===== src/hdl/cpu_pkg.sv =====
//~~~~~~~~~~~~~~~~~~~~~~~~~~~~~~~~~~~~~~
// Shared widths, encodings and stage bundles
// for the five-stage MIPS integer pipeline.
// Modules pull it in with a wildcard import.
//~~~~~~~~~~~~~~~~~~~~~~~~~~~~~~~~~~~~~~
package cpu_pkg;

    localparam int XLEN = 32;

    typedef logic [XLEN-1:0] word_t;
    typedef logic [4:0]      reg_addr_t;

    typedef enum logic [5:0] {
        OP_RTYPE = 6'h00,
        OP_BEQ   = 6'h04,
        OP_BNE   = 6'h05,
        OP_ADDI  = 6'h08,
        OP_LW    = 6'h23,
        OP_SW    = 6'h2b
    } opcode_e;

    typedef enum logic [5:0] {
        FN_ADD = 6'h20,
        FN_SUB = 6'h22,
        FN_AND = 6'h24,
        FN_OR  = 6'h25,
        FN_SLT = 6'h2a
    } funct_e;

    typedef enum logic [2:0] {
        ALU_ADD,
        ALU_SUB,
        ALU_AND,
        ALU_OR,
        ALU_SLT
    } alu_op_e;

    typedef struct packed {
        logic    reg_write;
        logic    mem_read;
        logic    mem_write;
        logic    mem_to_reg;   // writeback takes load data
        logic    alu_src_imm;  // second ALU operand is the immediate
        alu_op_e alu_op;
    } ctrl_t;

    typedef struct packed {
        logic      valid;
        ctrl_t     ctrl;
        word_t     rs_val;
        word_t     rt_val;
        word_t     imm;    // sign-extended
        reg_addr_t dest;
        word_t     pc;
    } id_ex_t;

    typedef struct packed {
        logic      valid;
        ctrl_t     ctrl;
        word_t     alu_result;
        word_t     store_data;
        reg_addr_t dest;
        word_t     pc;
    } ex_mem_t;

    typedef struct packed {
        logic      valid;
        reg_addr_t dest;
        word_t     data;
        word_t     pc;
    } commit_t;

endpackage


===== src/hdl/execute_stage.sv =====
//~~~~~~~~~~~~~~~~~~~~~~~~~~~~~~~~~~~~~~
// ID/EX register, ALU and the EX/MEM register.
//~~~~~~~~~~~~~~~~~~~~~~~~~~~~~~~~~~~~~~
`timescale 1ns/100ps

module execute_stage
    import cpu_pkg::*;
(
    input  logic    SYS_clk,
    input  logic    SYS_reset,
    input  id_ex_t  id_ex,
    output ex_mem_t ex_mem
);

    id_ex_t id_ex_q;
    word_t  op_b;
    word_t  alu_y;

    always_ff @(posedge SYS_clk or posedge SYS_reset)
    begin
        if (SYS_reset)
            id_ex_q <= '0;
        else
            id_ex_q <= id_ex;
    end

    assign op_b = id_ex_q.ctrl.alu_src_imm ? id_ex_q.imm : id_ex_q.rt_val;

    always_comb
    begin
        case (id_ex_q.ctrl.alu_op)
            ALU_ADD: alu_y = id_ex_q.rs_val + op_b;   // also lw/sw address
            ALU_SUB: alu_y = id_ex_q.rs_val - op_b;
            ALU_AND: alu_y = id_ex_q.rs_val & op_b;
            ALU_OR:  alu_y = id_ex_q.rs_val | op_b;
            ALU_SLT: alu_y = {{(XLEN-1){1'b0}}, $signed(id_ex_q.rs_val) < $signed(op_b)};
            default: alu_y = '0;
        endcase
    end

    always_ff @(posedge SYS_clk or posedge SYS_reset)
    begin
        if (SYS_reset)
            ex_mem <= '0;
        else
        begin
            ex_mem.valid      <= id_ex_q.valid;
            ex_mem.ctrl       <= id_ex_q.ctrl;
            ex_mem.alu_result <= alu_y;
            ex_mem.store_data <= id_ex_q.rt_val;
            ex_mem.dest       <= id_ex_q.dest;
            ex_mem.pc         <= id_ex_q.pc;
        end
    end

endmodule


===== config.mk =====
export PLATFORM = sky130hd
export DESIGN_NAME = execute_stage
export DESIGN_NICKNAME = d
export VERILOG_FILES = /design/src/hdl/cpu_pkg.sv /design/src/hdl/execute_stage.sv
export SDC_FILE = /design/constraint.sdc
export NUM_CORES = 1
export LEC_CHECK = 0
export ABC_AREA = 0
export BUFFER_PORTS_ARGS = -buffer_cell sky130_fd_sc_hd__buf_4
export CAP_MARGIN = 15
export CORE_MARGIN = 3
export CORE_UTILIZATION = 59
export DETAILED_ROUTE_END_ITERATION = 12
export GPL_ROUTABILITY_DRIVEN = 0
export HOLD_SLACK_MARGIN = 0.02
export MAX_ROUTING_LAYER = met4
export PLACE_DENSITY = 0.95
export SYNTH_ARGS = -nofsm -noshare
export SYNTH_HDL_FRONTEND = slang
export SYNTH_SLANG_ARGS = --single-unit

===== constraint.sdc =====
create_clock -name SYS_clk -period 20 [get_ports SYS_clk]
set_clock_uncertainty 0.05 [all_clocks]
set_input_delay 4 -clock SYS_clk [delete_from_list [all_inputs] [get_ports SYS_clk]]
set_output_delay 4 -clock SYS_clk [all_outputs]
set_load 0.1 [all_outputs]

After elaboration in Yosys (flattened, before gate mapping)
Cells that the tools add are included.
{ "totals": {"ram_bits": 0, "n_memories": 0, "out_inout_bits": 110, "latch_bits": 0, "rom_bits": 0, "inputBits": 144, "reg_bits": 252, "wordCells": 35} }
{ "classes": {"addsub": 2, "n_eq_ne": 4, "reduce_logical": 1, "multipliers": 0, "n_mux": 2, "bitwise": 2, "order_cmp": 1, "div_mod_pow": 0, "n_shift": 0} }
{ "op_table": {"columns": ["operator", "n"], "rows": [
  ["$pmux W32 S5", 1],
  ["$add A32 B32 Y32", 1],
  ["$and A32 B32 Y32", 1],
  ["$lt A32 B32 Y1", 1],
  ["$mux W32", 1],
  ["$or A32 B32 Y32", 1],
  ["$sub A32 B32 Y32", 1],
  ["$eq A3 B2 Y1 const B", 2],
  ["$eq A3 B1 Y1 const B", 1],
  ["$eq A3 B3 Y1 const B", 1],
  ["$logic_not A3 Y1", 1]
]} }

Longest topological paths before layout
Gate-level depths: netlist (run 1).
{ "logic_depth": {"depth_word": 3, "ltp_mapped": 16} }

Worst setup path before layout (run 1)
No wires, ideal clock.
{ "synth_timing": {"path_kind": "register to output", "startpoint": "register ex_mem[0] in the netlist's numbering", "endpoint": "output ex_mem[0] in the netlist's numbering", "path_buffers": 0, "t_arrival_ps": 883, "path_slack_ps": 15067, "required_ps": 15950, "stages_incl_launch_ff": 1, "cell_sequence": "dfrtp_1"} }
{ "synth_lines": {"columns": ["item", "line_no", "text"], "rows": [
  ["start: declaration", "execute_stage.sv:12", "output ex_mem_t ex_mem"]
]} }
No word-level cell between the ends.

Worst setup path after layout (run 1)
{ "layout_timing": {"startpoint": "register ex_mem[102] in the netlist's numbering", "endpoint": "output ex_mem[102] in the netlist's numbering"} }
No word-level cell between the ends.

==> results_dict.tcl, run 1 <==
set metrics [dict create \
    status "complete, no violations" \
    yosys-top-cells-area "dfrtp_1 (53%), ha_1 (11%), a21oi_1 (3.7%), inv_1 (3.1%), mux2i_1 (3.0%)" \
    via_count 8957 \
    drt-initial-drc-count 923 \
    pwr-share-comb 0.258 \
    ys_async_sr_fraction 1.000 \
    synth_seq_area_share 0.5310 \
    die_h_um 147.9 \
    final-seq-area_sq_um 6309 \
    irDropWorstVdd_mv 0.09086 \
    cts.repair.resized 0 \
    pwr-share-seq 0.394 \
    synthFlopType "dfrtp_1" \
    postCtsSetupBuffers 0 \
    timing_hold_violations_final 0 \
    drive_above_1_share 0.2588 \
    multi_input_area_sq_um 4850 \
    grt_max_degree 99 \
    path_cells "buf_4" \
    cp_max_fo 1 \
    dieArea_sq_um 21870 \
    cts_tree "done" \
    syn_nets 1303 \
    ios 254 \
    hp-class "reg -> reg" \
    ys_warn_count 0 \
    crit_buf_inv 1 \
    cts_made_buffers 26 \
    clk-insertion-delay-late_ns 0.54 \
    finalNetCount 1543 \
    first_pass_iters 7 \
    routedWlPerCell_um 18.37 \
    drv_slew 0 \
    grt_pass1_vias 9114 \
    grt_pass1_wl_um 46390 \
    ctsHoldBuffers 0 \
    netlist.area_leader.share 0.5310 \
    cellPowerDensity_nw_per_um2 95.50 \
    place_inst 1528 \
    fill_cells 1229 \
    vias_per_cell 5.687 \
    ys_ff_latch 252 \
    track_usage 0.2695 \
    grt.overflow.total 0 \
    syn_area_sq_um 11880 \
    synth_most_common_cell "dfrtp_1" \
    initial_core_util 0.6062 \
    tightest_slew_ns 0.9945 \
    cts.htree.levels 1 \
    synthesis.instances 1051 \
    num_rows 51 \
    clk_transition_reported_paths_ns 0.06 \
    cts_sinks 252 \
    cts_buffer_depth 3 \
    critPathKind "reg -> out" \
    drc 0 \
    switchingPower_w 0.0004671 \
    final_cells 1575 \
    p_int_w 0.0009382 \
    drtAntennaViolNets 0 \
    slew_headroom 0.3370 \
    final-setup-viol-count 0 \
    switching_share 0.3324 \
    fin_tns_setup_ns 0 \
    p_leak_nw 7.209 \
    syn_area_per_cell_sq_um 11.30 \
    ys_types 83 \
    core_sq_um 19590 \
    netlist_top_cells_count "dfrtp_1 (252), ha_1 (106), inv_1 (97), a21oi_1 (87), nor2_1 (77)" \
    syn_to_final_growth_pct 23.92 \
    synth_largest_area_cell "dfrtp_1" \
    slowest_stage "dfrtp_1" \
    grt_setup_unrepaired "no" \
    critPathLaunchType "flop" \
    worstPathArrival_ns 1.20 \
    critical_path.max_stage_delay_ns 0.37 \
    fin_util 0.7512 \
    fin_crit_sh 0.2625 \
    io_buffers 253 \
    cts-root-buf "clkbuf_16" \
    cap_violations 0 \
    hpwl_um 20370 \
    min_period_ns 5.251 \
    clkPwrFrac 0.348 \
    antenna_found_initial 0 \
    crit_required_ns 15.95 \
    fin_total_pwr_w 0.001405 \
    die_x_um 147.9 \
    endpoint_kind "output pin" \
    num_antenna_cells 0 \
    fmax_mhz 190.5 \
    routed_wl_um 28930 \
    crit_family "flip-flops" \
    synth_edf_count 0 \
]
routing by layer:
layer	vias to the layer above	global-route usage	wire, um
li1	4088	-	-
met3	96	0.07357	3126
met5	-	-	0
met2	563	0.4304	13580
met4	0	0.08129	981
met1	4210	0.3414	11240
power groups by stage:
stage / clock network [W] / registers [W] / logic (W)
floorplan: 0 / 0.000677 / 0.000155
global placement: 0 / 0.000560 / 0.000348
detailed placement: 0 / 0.000562 / 0.000355
CTS: 0.000499 / 0.000554 / 0.000358
global route: 0.000523 / 0.000556 / 0.000384
finish: 0.000490 / 0.000554 / 0.000362
cells in the final DEF, fill, tap and decap left out, types with 6 or more instances in the layout:
cell,n
o21bai_1,13
a211oi_1,19
o211ai_1,9
o21ai_0,51
mux2i_1,36
o22ai_1,7
xor2_1,6
clkbuf_8,7
xnor2_1,20
nor2b_1,11
inv_1,96
dfrtp_1,250
nor2_1,77
buf_4,259
nand2_1,52
nor3_1,23
nand3_1,8
clkbuf_16,26
o21ai_1,7
a21oi_1,87
ha_1,106
a21o_1,6
through the flow:
step	setup WS, ns	cell area [sq um]	hold slack [ns]
4_1_cts	14.72	14720	0.2964
2_1_floorplan	9.022	11880	0.2812
6_report	14.75	14720	0.2944
3_5_place_dp	14.28	13810	0.2847
3_3_place_gp	14.34	13810	0.2813
5_1_grt	14.58	14720	0.3015
area by class of cell:
| cell class | count | share of cell area |
|---|---|---|
| inverter | 99 | 0.02576 |
| clock inverter | 12 | 0.01003 |
| clock buffer | 35 | 0.05127 |
| sequential | 252 | 0.4287 |
| tap | 265 | 0.02253 |
| timing repair buffer | 259 | 0.1321 |
| multi-input combinational | 653 | 0.3296 |
state kept, by name, indices dropped and copies added (netlist names):
name / flops
ex_mem: 110
id_ex_q: 142
path summary, 6_finish.rpt:
kind                                        start                     end  slack [ns]  cells after the start
hold reg to reg              id_ex_q[9]$_DFF_PP0_     ex_mem[9]$_DFF_PP0_        0.29                      0
max in group asynchronous               SYS_reset  id_ex_q[136]$_DFF_PP0_       14.94                      3
setup reg to reg           id_ex_q[136]$_DFF_PP0_    ex_mem[86]$_DFF_PP0_       15.71                     12
min in group asynchronous               SYS_reset    id_ex_q[1]$_DFF_PP0_        3.48                      2
setup / recovery            ex_mem[102]$_DFF_PP0_             ex_mem[102]       14.75                      1
hold / removal               id_ex_q[9]$_DFF_PP0_     ex_mem[9]$_DFF_PP0_        0.29                      0
cells by family after synthesis:
kind of cell             after synthesis  synth area share
AND/OR/NAND/NOR                      212           0.08640
XOR/XNOR                              26           0.01918
AO/OA/AOI/OAI                        269            0.1536
flip-flops                           252            0.5310
multiplexers                          38           0.03414
adder cells (fa/ha/maj)              108            0.1151
buffers and inverters                146           0.06058
Note: power is estimated with default switching activity, not from simulation.
==> run 2, diff against run 1 <==
--- a/config.mk
+++ b/config.mk
@@ -9,12 +9,12 @@
 export BUFFER_PORTS_ARGS = -buffer_cell sky130_fd_sc_hd__buf_4
 export CAP_MARGIN = 15
 export CORE_MARGIN = 3
-export CORE_UTILIZATION = 59
+export CORE_UTILIZATION = 55
 export DETAILED_ROUTE_END_ITERATION = 12
 export GPL_ROUTABILITY_DRIVEN = 0
 export HOLD_SLACK_MARGIN = 0.02
 export MAX_ROUTING_LAYER = met4
-export PLACE_DENSITY = 0.95
+export PLACE_DENSITY = 0.9
 export SYNTH_ARGS = -nofsm -noshare
 export SYNTH_HDL_FRONTEND = slang
 export SYNTH_SLANG_ARGS = --single-unit
==> constraint.sdc (replaced) <==
create_clock -name SYS_clk -period 5.2 [get_ports SYS_clk]
set_clock_uncertainty 0.05 [all_clocks]
set_input_delay 1.04 -clock SYS_clk [delete_from_list [all_inputs] [get_ports SYS_clk]]
set_output_delay 1.04 -clock SYS_clk [all_outputs]
set_load 0.1 [all_outputs]
==> run 2 against run 1 <==
Against the previous run: final cell count rose by 0.44%; sequential power rose to 3.8 times the previous value; critical path depth rose by 11; final area fell by 0.28%; core utilization fell by 5.5 points; die area rose by 7.0%; routed wire length fell by 1.1%; power rose to 3.8 times the previous value; setup slack got worse by 14 ns; critical endpoint is now ex_mem[97]$_DFF_PP0_; largest power group unchanged; highest routed layer unchanged.
==> results_dict.tcl, run 2 (synthesized netlist as in run 1, its figures left out) <==
set metrics [dict create \
    status "complete, no violations" \
    irDropWorstVdd_mv 0.3254 \
    critPathKind "reg -> reg" \
    r2r_slack_ns 1.18 \
    cts.htree.levels 1 \
    fin_crit_sh 0.7725 \
    grt_max_degree 191 \
    clk_transition_reported_paths_ns 0.06 \
    reg2reg_depth 12 \
    hp-class "reg -> reg" \
    drt-initial-drc-count 835 \
    fin_tns_setup_ns 0 \
    slew_headroom 0.3490 \
    initial_core_util 0.5631 \
    drv_slew 0 \
    path_cells "buf_4, mux2i_1, ha_1, nor3_4, nand2b_1, a211oi_2, o21ai_1, a211oi_2, o31a_1, a211oi_1, a31o_1, a32o_1" \
    cts_tree "done" \
    final-setup-viol-count 0 \
    grt_setup_unrepaired "no" \
    cellPowerDensity_nw_per_um2 364.0 \
    finalNetCount 1543 \
    io_buffers 253 \
    endpoint_kind "flop" \
    multi_input_area_sq_um 4850 \
    min_to "ex_mem[6]$_DFF_PP0_" \
    pwr-share-comb 0.260 \
    holdPathStages 0 \
    hpwl_um 20740 \
    cts_buffer_depth 3 \
    grt_pass1_wl_um 46200 \
    p_int_w 0.003589 \
    tightest_slew_ns 0.9765 \
    clk-insertion-delay-late_ns 0.51 \
    die_x_um 152.9 \
    crit_required_ns 5.56 \
    ctsHoldBuffers 0 \
    switching_share 0.3281 \
    cp_max_fo 14 \
    antenna_found_initial 0 \
    critical_path.max_stage_delay_ns 0.62 \
    cts-root-buf "clkbuf_16" \
    critPathLaunchType "flop" \
    fill_cells 1509 \
    fin_util 0.6959 \
    pwr-share-seq 0.400 \
    fmax_mhz 248.9 \
    crit_buf_inv 1 \
    dieArea_sq_um 23390 \
    hold_start "id_ex_q[6]$_DFF_PP0_" \
    vias_per_cell 5.619 \
    reg.largest.list "id_ex_q: 142 flops, ex_mem: 110 flops" \
    cap_violations 0 \
    via_count 8890 \
    postCtsSetupBuffers 0 \
    worstPathArrival_ns 4.37 \
    clkPwrFrac 0.341 \
    min_period_ns 4.017 \
    cts.repair.resized 0 \
    first_pass_iters 6 \
    drc 0 \
    core_sq_um 21090 \
    regMostFlops "id_ex_q" \
    p_leak_nw 7.175 \
    num_antenna_cells 0 \
    mostFrequentLayoutCells "buf_4 (259), dfrtp_1 (250), ha_1 (106)" \
    final_common_cell "buf_4" \
    grt_pass1_vias 9225 \
    routed_wl_um 28620 \
    routedWlPerCell_um 18.09 \
    ios 254 \
    timing.rr.start "id_ex_q[136]$_DFF_PP0_" \
    grt.overflow.total 0 \
    num_rows 53 \
    cp_common_cell "a211oi_2" \
    place_inst 1539 \
    final-seq-area_sq_um 6309 \
    cts_sinks 252 \
    drtAntennaViolNets 0 \
    largest_reg_flops 142 \
    rr_endpoint "ex_mem[97]$_DFF_PP0_" \
    syn_to_final_growth_pct 23.57 \
    track_usage 0.2456 \
    die_h_um 152.9 \
    timing_hold_violations_final 0 \
    cts_made_buffers 25 \
    final_cells 1582 \
    drive_above_1_share 0.2533 \
    switchingPower_w 0.001752 \
    slowest_stage "dfrtp_2" \
    crit_family "compound AO/OA/AOI/OAI gates" \
]
[run 2: cell types whose count changed in the layout (fill, tap and decap cells not counted), moves of 2 or more]
| cell | delta |
|---|---|
| clkbuf_1 | +5 |
| clkbuf_8 | -2 |
| clkinv_2 | -4 |
| clkinv_4 | -2 |
[run 2: area by class of cell]
cell class / count / share of cell area
sequential: 252 / 0.4299
multi-input combinational: 653 / 0.3305
inverter: 99 / 0.02558
clock buffer: 37 / 0.04911
timing repair buffer: 260 / 0.1339
clock inverter: 6 / 0.007589
tap: 275 / 0.02345
[run 2: how the worst max path moves through the flow]
stage / from / endpoint / slack, ns / depth (start not counted)
after detailed placement: id_ex_q[136]$_DFF_PP0_ / ex_mem[97]$_DFF_PP0_ / 1.26 / 12
after global placement: id_ex_q[136]$_DFF_PP0_ / ex_mem[97]$_DFF_PP0_ / 1.44 / 12
after CTS: id_ex_q[136]$_DFF_PP0_ / ex_mem[97]$_DFF_PP0_ / 1.24 / 12
after global routing: id_ex_q[136]$_DFF_PP0_ / ex_mem[100]$_DFF_PP0_ / 0.89 / 12
after floorplan: SYS_reset / ex_mem[0]$_DFF_PP0_ / 0.79 / 1
final: id_ex_q[136]$_DFF_PP0_ / ex_mem[97]$_DFF_PP0_ / 1.18 / 12
[run 2: per-stage QoR]
step / setup WS [ns] / area, sq um / power [W] / hold WS [ns]
after floorplan: 0.7943 / 11880 / 0.003202 / 0.2812
after global placement: 1.436 / 13840 / 0.003509 / 0.2817
after detailed placement: 1.258 / 13840 / 0.003536 / 0.2847
after CTS: 1.242 / 14670 / 0.005372 / 0.2970
after global routing: 0.8889 / 14670 / 0.005558 / 0.2923
final: 1.183 / 14670 / 0.005341 / 0.2932
[run 2: power groups by stage]
stage          sequential (W)  clock (W)  combinational, W
3_5_place_dp          0.00217          0           0.00137
2_1_floorplan         0.00261          0          0.000597
4_1_cts               0.00214    0.00186           0.00137
5_1_grt               0.00215    0.00194           0.00147
3_3_place_gp          0.00216          0           0.00134
6_report              0.00213    0.00182           0.00139
[run 2: routing by layer]
metal / share of wire / routed length, um / vias to the layer above / global-route usage
met2: 0.46 / 13220 / 542 / 0.3897
met4: 0.035 / 996 / 0 / 0.08273
met5: 0 / 0 / - / -
met3: 0.10 / 2969 / 103 / 0.06342
met1: 0.40 / 11430 / 4156 / 0.3110
li1: - / - / 4089 / -
